`config.mk`:
```
export PLATFORM = sky130hd
export DESIGN_NAME = spi_master_top
export DESIGN_NICKNAME = d
export VERILOG_FILES = /design/src/hw/spi_pkg.sv /design/src/hw/spi_reg_decode.sv /design/src/hw/spi_clock_gen.sv /design/src/hw/spi_shift.sv /design/src/hw/spi_rx_status.sv /design/src/hw/spi_master_top.sv
export VERILOG_INCLUDE_DIRS = /design/src /design/src/include
export SDC_FILE = /design/constraint.sdc
export NUM_CORES = 1
export LEC_CHECK = 0
export BUFFER_PORTS_ARGS = -buffer_cell sky130_fd_sc_hd__buf_4
export CORE_ASPECT_RATIO = 1.1
export CORE_UTILIZATION = 60
export DETAILED_ROUTE_END_ITERATION = 6
export HOLD_SLACK_MARGIN = 0.12
export PLACE_DENSITY = 0.8
export SYNTH_ARGS = -nofsm -noshare
export SYNTH_HDL_FRONTEND = slang
export SYNTH_HIERARCHICAL = 1
export SYNTH_SLANG_ARGS = --single-unit
```
`constraint.sdc`:
```
create_clock -name clk_i -period 4.7 [get_ports clk_i]
set_input_delay 0.94 -clock clk_i [delete_from_list [all_inputs] [get_ports clk_i]]
set_output_delay 0.94 -clock clk_i [all_outputs]
set_load 0.02 [all_outputs]
```
`src/include/spi_consts.svh`:
```
`ifndef SPI_CONSTS_SVH
`define SPI_CONSTS_SVH

// character and field widths
`define SPI_MAX_CHAR       32  // widest character in bits
`define SPI_CHAR_LEN_BITS  5   // length field, zero means 32
`define SPI_DIV_LEN        16  // clock divider width

// word offsets on the 2-bit register address
`define SPI_ADDR_DATA  2'd0  // tx word on write, rx word on read
`define SPI_ADDR_CTRL  2'd1
`define SPI_ADDR_DIV   2'd2
`define SPI_ADDR_STAT  2'd3  // read clears done and irq

// control register bit positions, length sits in 4:0
`define SPI_CTRL_GO     8
`define SPI_CTRL_RXNEG  9   // sample miso on falling sclk
`define SPI_CTRL_TXNEG  10  // drive mosi on falling sclk
`define SPI_CTRL_LSB    11  // lsb first on the line
`define SPI_CTRL_IE     12  // interrupt enable

// status register bit positions
`define SPI_STAT_DONE  0
`define SPI_STAT_IRQ   1
`define SPI_STAT_TIP   2

`endif

```
`src/hw/spi_pkg.sv`:
```
`include "spi_consts.svh"

package spi_pkg;

  // one transfer word, written per byte lane and shifted per bit
  typedef union packed {
    logic [`SPI_MAX_CHAR-1:0]       word;
    logic [`SPI_MAX_CHAR/8-1:0][7:0] bytes;
  } spi_word_u;

endpackage

```
`src/hw/spi_reg_decode.sv`:
```
`timescale 1ns/1ps
`include "spi_consts.svh"

module spi_reg_decode (
  input  logic                          clk_i,
  input  logic                          rst_ni,
  input  logic                          wr_i,
  input  logic                          rd_i,
  input  logic [1:0]                    addr_i,
  input  logic [31:0]                   wdata_i,
  input  logic [3:0]                    be_i,
  input  logic                          tip_i,
  input  spi_pkg::spi_word_u            rx_word_i,
  input  logic                          done_i,
  input  logic                          irq_i,
  output logic [31:0]                   rdata_o,
  output logic                          latch_o,
  output logic [3:0]                    byte_sel_o,
  output spi_pkg::spi_word_u            tx_word_o,
  output logic [`SPI_CHAR_LEN_BITS-1:0] len_o,
  output logic                          lsb_o,
  output logic                          go_o,
  output logic                          rx_negedge_o,
  output logic                          tx_negedge_o,
  output logic                          ie_o,
  output logic [`SPI_DIV_LEN-1:0]       divider_o,
  output logic                          stat_rd_o
);

  logic        ctrl_wr;
  logic        div_wr;
  logic        tip_q;     // tip one cycle ago
  logic        tip_fall;
  logic        go_q;
  logic [31:0] ctrl_rd;

  assign ctrl_wr  = wr_i && (addr_i == `SPI_ADDR_CTRL) && !tip_i;
  assign div_wr   = wr_i && (addr_i == `SPI_ADDR_DIV) && !tip_i;
  assign tip_fall = tip_q && !tip_i;

  // data writes pass straight on, the shift block decides to merge
  assign latch_o         = wr_i && (addr_i == `SPI_ADDR_DATA);
  assign byte_sel_o      = be_i;
  assign tx_word_o.word  = wdata_i;
  assign stat_rd_o       = rd_i && (addr_i == `SPI_ADDR_STAT);

  // go drops in the first idle cycle so the shifter cannot restart
  assign go_o = go_q && !tip_fall;

  always_ff @(posedge clk_i or negedge rst_ni)
  begin
    if (!rst_ni)
    begin
      tip_q        <= 1'b0;
      go_q         <= 1'b0;
      len_o        <= '0;
      lsb_o        <= 1'b0;
      rx_negedge_o <= 1'b0;
      tx_negedge_o <= 1'b0;
      ie_o         <= 1'b0;
      divider_o    <= '0;
    end
    else
    begin
      tip_q <= tip_i;
      if (ctrl_wr)
      begin
        len_o        <= wdata_i[`SPI_CHAR_LEN_BITS-1:0];
        go_q         <= wdata_i[`SPI_CTRL_GO];
        rx_negedge_o <= wdata_i[`SPI_CTRL_RXNEG];
        tx_negedge_o <= wdata_i[`SPI_CTRL_TXNEG];
        lsb_o        <= wdata_i[`SPI_CTRL_LSB];
        ie_o         <= wdata_i[`SPI_CTRL_IE];
      end
      else if (tip_fall)
        go_q <= 1'b0;  // transfer finished
      if (div_wr)
        divider_o <= wdata_i[`SPI_DIV_LEN-1:0];
    end
  end

  always_comb
  begin
    ctrl_rd = '0;
    ctrl_rd[`SPI_CHAR_LEN_BITS-1:0] = len_o;
    ctrl_rd[`SPI_CTRL_GO]    = go_o;
    ctrl_rd[`SPI_CTRL_RXNEG] = rx_negedge_o;
    ctrl_rd[`SPI_CTRL_TXNEG] = tx_negedge_o;
    ctrl_rd[`SPI_CTRL_LSB]   = lsb_o;
    ctrl_rd[`SPI_CTRL_IE]    = ie_o;
  end

  // read data is registered, valid the cycle after rd_i
  always_ff @(posedge clk_i or negedge rst_ni)
  begin
    if (!rst_ni)
      rdata_o <= '0;
    else if (rd_i)
    begin
      case (addr_i)
        `SPI_ADDR_DATA: rdata_o <= rx_word_i.word;
        `SPI_ADDR_CTRL: rdata_o <= ctrl_rd;
        `SPI_ADDR_DIV:  rdata_o <= {{(32-`SPI_DIV_LEN){1'b0}}, divider_o};
        default:        rdata_o <= {29'b0, tip_i, irq_i, done_i};
      endcase
    end
  end

  a_latch_pulse: assert property (@(posedge clk_i) disable iff (!rst_ni)
    latch_o |=> !latch_o);

  a_go_idle_rise: assert property (@(posedge clk_i) disable iff (!rst_ni)
    $rose(go_o) |-> !tip_i);

endmodule

```
`src/hw/spi_clock_gen.sv`:
```
`timescale 1ns/1ps
`include "spi_consts.svh"

module spi_clock_gen (
  input  logic                    clk_i,
  input  logic                    rst_ni,
  input  logic                    enable_i,
  input  logic [`SPI_DIV_LEN-1:0] divider_i,
  output logic                    sclk_o,
  output logic                    pos_edge_o,
  output logic                    neg_edge_o
);

  logic [`SPI_DIV_LEN-1:0] cnt_q;
  logic                    sclk_q;
  logic                    toggle;  // sclk flips on the next clock

  // first toggle comes in the first enabled cycle, then every divider+1
  assign toggle     = enable_i && (cnt_q == divider_i);
  assign pos_edge_o = toggle && !sclk_q;
  assign neg_edge_o = toggle && sclk_q;

  // hides the rise that coincides with the end of a transfer
  assign sclk_o = sclk_q && enable_i;

  always_ff @(posedge clk_i or negedge rst_ni)
  begin
    if (!rst_ni)
    begin
      cnt_q  <= '0;
      sclk_q <= 1'b0;
    end
    else if (!enable_i)
    begin
      cnt_q  <= divider_i;  // idle, ready for the next start
      sclk_q <= 1'b0;
    end
    else
    begin
      if (cnt_q == '0)
        cnt_q <= divider_i;
      else
        cnt_q <= cnt_q - 1'b1;
      if (toggle)
        sclk_q <= ~sclk_q;
    end
  end

  // the idle reload must leave the first enabled cycle on a rising edge
  a_start_rise: assert property (@(posedge clk_i) disable iff (!rst_ni)
    $rose(enable_i) |-> pos_edge_o);

endmodule

```
`src/hw/spi_shift.sv`:
```
`timescale 1ns/1ps
`include "spi_consts.svh"

module spi_shift (
  input  logic                          clk_i,
  input  logic                          rst_ni,
  input  logic                          latch_i,
  input  logic [3:0]                    byte_sel_i,
  input  spi_pkg::spi_word_u            tx_word_i,
  input  logic [`SPI_CHAR_LEN_BITS-1:0] len_i,
  input  logic                          lsb_i,
  input  logic                          go_i,
  input  logic                          pos_edge_i,
  input  logic                          neg_edge_i,
  input  logic                          rx_negedge_i,
  input  logic                          tx_negedge_i,
  input  logic                          sclk_i,
  input  logic                          miso_i,
  output logic                          tip_o,
  output logic                          last_o,
  output logic [`SPI_MAX_CHAR-1:0]      rx_word_o,
  output logic                          mosi_o
);

  import spi_pkg::*;

  localparam int unsigned CW = `SPI_CHAR_LEN_BITS + 1;  // counter holds 32

  logic [CW-1:0]            cnt_q;    // bits left in the character
  logic [CW-1:0]            n_bits;   // decoded character length
  logic [CW-1:0]            cnt_eff;
  logic [CW-1:0]            tx_pos;
  logic [CW-1:0]            rx_pos;
  logic                     tx_clk;
  logic                     rx_clk;
  spi_word_u                tx_q;
  logic [`SPI_MAX_CHAR-1:0] rx_q;

  assign n_bits  = {~|len_i, len_i};
  // while idle look at the freshly written length, not the old count
  assign cnt_eff = tip_o ? cnt_q : n_bits;
  assign last_o  = ~|cnt_q;

  assign tx_pos = lsb_i ? n_bits - cnt_eff : cnt_eff - CW'(1);
  // on a falling-edge sample the count has already moved on
  assign rx_pos = rx_negedge_i ? (lsb_i ? n_bits - cnt_q - CW'(1) : cnt_q)
                               : (lsb_i ? n_bits - cnt_q : cnt_q - CW'(1));

  assign tx_clk = (tx_negedge_i ? neg_edge_i : pos_edge_i) && !last_o;
  assign rx_clk = rx_negedge_i ? (neg_edge_i && sclk_i) : (pos_edge_i && !last_o);

  assign rx_word_o = rx_q;

  always_ff @(posedge clk_i or negedge rst_ni)
  begin
    if (!rst_ni)
      cnt_q <= '0;
    else if (!tip_o)
      cnt_q <= n_bits;
    else if (pos_edge_i && !last_o)
      cnt_q <= cnt_q - CW'(1);  // one bit per rising sclk
  end

  always_ff @(posedge clk_i or negedge rst_ni)
  begin
    if (!rst_ni)
      tip_o <= 1'b0;
    else if (go_i && !tip_o)
      tip_o <= 1'b1;
    else if (tip_o && last_o && pos_edge_i)
      tip_o <= 1'b0;
  end

  // byte lanes merge only between transfers
  always_ff @(posedge clk_i or negedge rst_ni)
  begin
    if (!rst_ni)
      tx_q <= '0;
    else if (latch_i && !tip_o)
    begin
      for (int i = 0; i < 4; i++)
      begin
        if (byte_sel_i[i])
          tx_q.bytes[i] <= tx_word_i.bytes[i];
      end
    end
  end

  // idle keeps the first bit on the line ahead of the first edge
  always_ff @(posedge clk_i or negedge rst_ni)
  begin
    if (!rst_ni)
      mosi_o <= 1'b0;
    else if (tx_clk || !tip_o)
      mosi_o <= tx_q.word[tx_pos[CW-2:0]];
  end

  always_ff @(posedge clk_i)
  begin
    if (go_i && !tip_o)
      rx_q <= '0;  // upper bits stay zero for short characters
    else if (tip_o && rx_clk)
      rx_q[rx_pos[CW-2:0]] <= miso_i;
  end

  a_tip_end: assert property (@(posedge clk_i) disable iff (!rst_ni)
    $fell(tip_o) |-> $past(pos_edge_i && last_o));

endmodule

```
`src/hw/spi_rx_status.sv`:
```
`timescale 1ns/1ps
`include "spi_consts.svh"

module spi_rx_status (
  input  logic                     clk_i,
  input  logic                     rst_ni,
  input  logic                     tip_i,
  input  logic [`SPI_MAX_CHAR-1:0] rx_word_i,
  input  logic                     ie_i,
  input  logic                     stat_rd_i,
  output spi_pkg::spi_word_u       rx_data_o,
  output logic                     done_o,
  output logic                     irq_o
);

  import spi_pkg::*;

  logic      tip_q;
  logic      xfer_end;  // first idle cycle after a transfer
  spi_word_u rx_q;

  assign xfer_end  = tip_q && !tip_i;
  assign rx_data_o = rx_q;

  always_ff @(posedge clk_i or negedge rst_ni)
  begin
    if (!rst_ni)
    begin
      tip_q  <= 1'b0;
      done_o <= 1'b0;
      irq_o  <= 1'b0;
    end
    else
    begin
      tip_q <= tip_i;
      if (xfer_end)
      begin
        done_o <= 1'b1;
        irq_o  <= ie_i;
      end
      else if (stat_rd_i)
      begin
        done_o <= 1'b0;  // read clears both
        irq_o  <= 1'b0;
      end
    end
  end

  // held here so the next transfer does not disturb the readable word
  always_ff @(posedge clk_i)
  begin
    if (xfer_end)
      rx_q.word <= rx_word_i;
  end

  a_irq_done: assert property (@(posedge clk_i) disable iff (!rst_ni)
    irq_o |-> done_o);

endmodule

```
`src/hw/spi_master_top.sv`:
```
`timescale 1ns/1ps
`include "spi_consts.svh"

module spi_master_top (
  input  logic        clk_i,
  input  logic        rst_ni,
  input  logic        wr_i,
  input  logic        rd_i,
  input  logic [1:0]  addr_i,
  input  logic [31:0] wdata_i,
  input  logic [3:0]  be_i,
  output logic [31:0] rdata_o,
  output logic        sclk_o,
  output logic        mosi_o,
  input  logic        miso_i,
  output logic        irq_o
);

  import spi_pkg::*;

  logic                          latch;
  logic [3:0]                    byte_sel;
  spi_word_u                     tx_word;
  spi_word_u                     rx_data;   // captured word for reads
  logic [`SPI_MAX_CHAR-1:0]      rx_shift;  // live shift register
  logic [`SPI_CHAR_LEN_BITS-1:0] len;
  logic [`SPI_DIV_LEN-1:0]       divider;
  logic                          lsb;
  logic                          go;
  logic                          rx_negedge;
  logic                          tx_negedge;
  logic                          ie;
  logic                          stat_rd;
  logic                          tip;
  logic                          done;
  logic                          pos_edge;
  logic                          neg_edge;

  spi_reg_decode i_spi_reg_decode (
    .clk_i, .rst_ni, .wr_i, .rd_i, .addr_i, .wdata_i, .be_i,
    .tip_i        (tip),
    .rx_word_i    (rx_data),
    .done_i       (done),
    .irq_i        (irq_o),
    .rdata_o,
    .latch_o      (latch),
    .byte_sel_o   (byte_sel),
    .tx_word_o    (tx_word),
    .len_o        (len),
    .lsb_o        (lsb),
    .go_o         (go),
    .rx_negedge_o (rx_negedge),
    .tx_negedge_o (tx_negedge),
    .ie_o         (ie),
    .divider_o    (divider),
    .stat_rd_o    (stat_rd)
  );

  spi_clock_gen i_spi_clock_gen (
    .clk_i, .rst_ni,
    .enable_i   (tip),  // serial clock runs only during a transfer
    .divider_i  (divider),
    .sclk_o,
    .pos_edge_o (pos_edge),
    .neg_edge_o (neg_edge)
  );

  spi_shift i_spi_shift (
    .clk_i, .rst_ni,
    .latch_i      (latch),
    .byte_sel_i   (byte_sel),
    .tx_word_i    (tx_word),
    .len_i        (len),
    .lsb_i        (lsb),
    .go_i         (go),
    .pos_edge_i   (pos_edge),
    .neg_edge_i   (neg_edge),
    .rx_negedge_i (rx_negedge),
    .tx_negedge_i (tx_negedge),
    .sclk_i       (sclk_o),
    .miso_i,
    .tip_o        (tip),
    .last_o       (),
    .rx_word_o    (rx_shift),
    .mosi_o
  );

  spi_rx_status i_spi_rx_status (
    .clk_i, .rst_ni,
    .tip_i     (tip),
    .rx_word_i (rx_shift),
    .ie_i      (ie),
    .stat_rd_i (stat_rd),
    .rx_data_o (rx_data),
    .done_o    (done),
    .irq_o
  );

endmodule

```
==> results.yml <==
power:
  p_per_area_nw_per_um2: 706
  power_leakage_nw: 4.70
  ir_worst_vdd_uv: 355
flow_run:
  drv_cap: 0
sta:
  final_max_slew_viol_count: 0
  worst_slew_pin_slew_ns: 1.07
  fin_skew_ns: 0.00925
  max_freq_mhz: 282
  final.period_utilization_pct: 75.5
  tns_ns: 0
  period_minus_slack_ns: 3.55
  finalSetupViolCount: 0
  maxSlewHeadroom_pct: 28.3
  rsz0062_at_grt: "no"
  whs_ns: 0.433
  hold_violations: 0
worst_setup_path:
  r2r_slack_ns: 1.15
  cpMaxStageDelayCell: "fa_1"
  cpPeakStageDelay_ns: 0.61
  cp-end-kind: "register"
  worstSetupEndpoint: "i_spi_shift/mosi_o"
  worstPathRequired_ns: 5.03
  crit_chain: "mux2i_2 > buf_4 > inv_1 > ha_1 > inv_1 > fa_1 > nand2_1 > o21ai_1 > mux4_2 > o21ai_0 > or3b_1 > a32o_1"
  cp-start-kind: "register"
  worstSetupPathType: "reg2reg"
  timing.critical_path.from: "i_spi_shift/cnt_q[0]"
  reg2regPathDepth: 12
  arrival_ns: 3.87
  crit_top_cell: "inv_1"
  rr_startpoint: "i_spi_shift/cnt_q[0]"
  rr_endpoint: "i_spi_shift/mosi_o"
  path_max_fanout: 8
clocking:
  cts-root-buf: "clkbuf_16"
  numCtsBuffers: 17
  cts_tree: "yes"
  cts_setup_buffers: 0
  cts_hold_buffers: 0
  htreeDepth: 4
  cts.path.max_buffers: 2
  clock-sinks: 183
  cts_resized: 0
  clk_latency_ns: 0.43
  path_clk_slew_ns: 0.07
detailed_routing:
  ant_nets: 0
  drtIter0Drc: 627
  vias: 6440
  wl_per_cell_um: 19.0
  wirelength_um: 20500
  avgViaCountPerCell: 5.97
  drc: 0
  drtPass1Iterations: 5
synthesis:
  syn-num-nets: 897
  yosysTopAreaCell: "dfrtp_1"
  synth.distinct_cells: 73
  yosys-top-cells-count: "119 x dfrtp_1, 89 x nand2_1, 56 x mux2i_1"
  ys_async_sr_fraction_pct: 65.0
  netlist_area_um2: 9660
  syn-instance-count: 838
  synth-edff-count: 32
  yosysMostFrequentCell: "dfrtp_1"
  yosysSeqAreaShare_pct: 47.4
  syn_avg_cell_area_um2: 11.5
  synth_top_area_share_pct: 30.8
  synth_seq_cells: 183
  synth_warnings: 6
  ys.flop_type: "dfrtp_1"
  ys_top_cells_by_area: "dfrtp_1 31%, edfxtp_1 9.9%, dfxtp_1 6.6%, mux2i_1 5.8%, mux2_2 5.6%"
global_route:
  grt_max_degree: 63
  antenna_found_initial: 0
  track_usage_pct: 26.4
  grt_pass1_vias: 6325
  grt_pass1_wl_um: 33100
  grt-ovfl-total: 0
finish:
  area_growth_pct: 9.78
  num-fill-cells: 1182
  multi_input_area_um2: 4420
  drive_gt1_share_pct: 26.1
  diodes: 0
  nets: 925
  layoutNonFillerInstCount: 1079
  regArea_um2: 4580
placed_design:
  gp_congestion: 0.869
  dp_cells: 1047
  port_buffers: 77
  hpwl_um: 14300
outcome:
  status: "finished clean"
floorplanning:
  die-area_um2: 16600
  fp.dieH_um: 135
  coreArea_um2: 15700
  dieWidth_um: 123
  num_rows: 48
  start_util_pct: 61.4
  ios: 78
hold_path:
  hold_path_class: "reg2reg"
==> cells in the final DEF (no fill, tap or decap), types with 8 or more instances in the layout <==
cell type	n
dfrtp_1	119
nand2_1	89
buf_4	86
mux2i_1	56
mux2_2	48
inv_1	43
nor2_1	32
edfxtp_1	32
dfxtp_1	32
mux2_4	31
xor2_1	27
o21ai_0	20
clkbuf_16	17
xnor2_1	16
nor4_1	14
ha_1	14
nand3_1	13
a21oi_1	13
mux4_2	12
o211ai_1	12
nor3_1	10
o21ai_1	9
o22ai_1	9
a31oi_1	8
==> worst min path at each step <==
| stage | start | to | slack (ns) | depth (start not counted) |
|---|---|---|---|---|
| 2_1_floorplan | i_spi_shift/rx_word_o[0] | i_spi_rx_status/rx_data_o[0] | 0.41 | 0 |
| 6_report | i_spi_shift/rx_word_o[10] | i_spi_rx_status/rx_data_o[10] | 0.43 | 0 |
| 5_1_grt | i_spi_shift/rx_word_o[13] | i_spi_rx_status/rx_data_o[13] | 0.44 | 0 |
| 3_5_place_dp | i_spi_shift/rx_word_o[29] | i_spi_rx_status/rx_data_o[29] | 0.42 | 0 |
| 3_3_place_gp | i_spi_shift/rx_word_o[19] | i_spi_rx_status/rx_data_o[19] | 0.41 | 0 |
| 4_1_cts | i_spi_shift/rx_word_o[13] | i_spi_rx_status/rx_data_o[13] | 0.43 | 0 |
==> where the power goes <==
part           internal [W]  switching (W)  total, W
logic               0.00162        0.00179   0.00341
clock network      0.000709       0.000619   0.00133
registers           0.00215       0.000596   0.00274
total               0.00448        0.00301   0.00749
==> worst max-delay path, delay by kind of cell (launching register included) <==
kind                     cells  cell delay [ns]
multiplexers                 2             0.66
AND/OR/NAND/NOR              2             0.48
flip-flops                   1             0.47
AO/OA/AOI/OAI                3             0.72
adder cells (fa/ha/maj)      2             0.77
buffers and inverters        3             0.32
==> per-stage QoR <==
stage | instance area (µm²) | util (%) | worst slack (ns) | power, W
after floorplan | 9660 | - | 1.11 | 0.00525
after global placement | 10100 | 63.9 | 1.30 | 0.00599
after detailed placement | 10100 | 63.9 | 1.19 | 0.00611
after CTS | 10600 | 67.4 | 1.15 | 0.00747
after global routing | 10600 | 67.4 | 0.876 | 0.00792
final | 10600 | 67.4 | 1.15 | 0.00749
==> area by class of cell <==
class                      count  share of cell area (%)
clock buffer                  19                    4.27
clock inverter                13                   0.932
inverter                      43                    1.52
multi-input combinational    535                    41.7
sequential                   183                    43.2
tap                          200                    2.36
timing repair buffer          86                    6.09
==> metal layers <==
layer	vias up	track usage, %	share of wire, %
met2	227	39.9	48
met1	3163	37.4	45
li1	3005	-	-
met5	-	0	0
met4	0	12.7	3.1
met3	45	3.97	4.7
==> sequential cells by signal (all words and copies together), names as in the netlist, 5 cells and up <==
name,count
i_spi_shift/cnt_q,6
i_spi_reg_decode/rdata_o,32
i_spi_reg_decode/divider_o,16
i_spi_shift/rx_word_o,32
i_spi_reg_decode/len_o,5
i_spi_rx_status/rx_data_o,32
i_spi_shift/tx_q,32
i_spi_clock_gen/cnt_q,16
==> kinds of logic after synthesis <==
| kind of cell | after synthesis | synth area share (%) |
|---|---|---|
| compound gates | 105 | 7.35 |
| xor+xnor | 43 | 3.90 |
| fa+ha+maj | 16 | 2.23 |
| buf+inv | 120 | 7.10 |
| flops | 183 | 47.4 |
| mux | 150 | 19.7 |
| simple gates | 221 | 12.3 |
No activity file was read; power rests on OpenSTA's default activity.
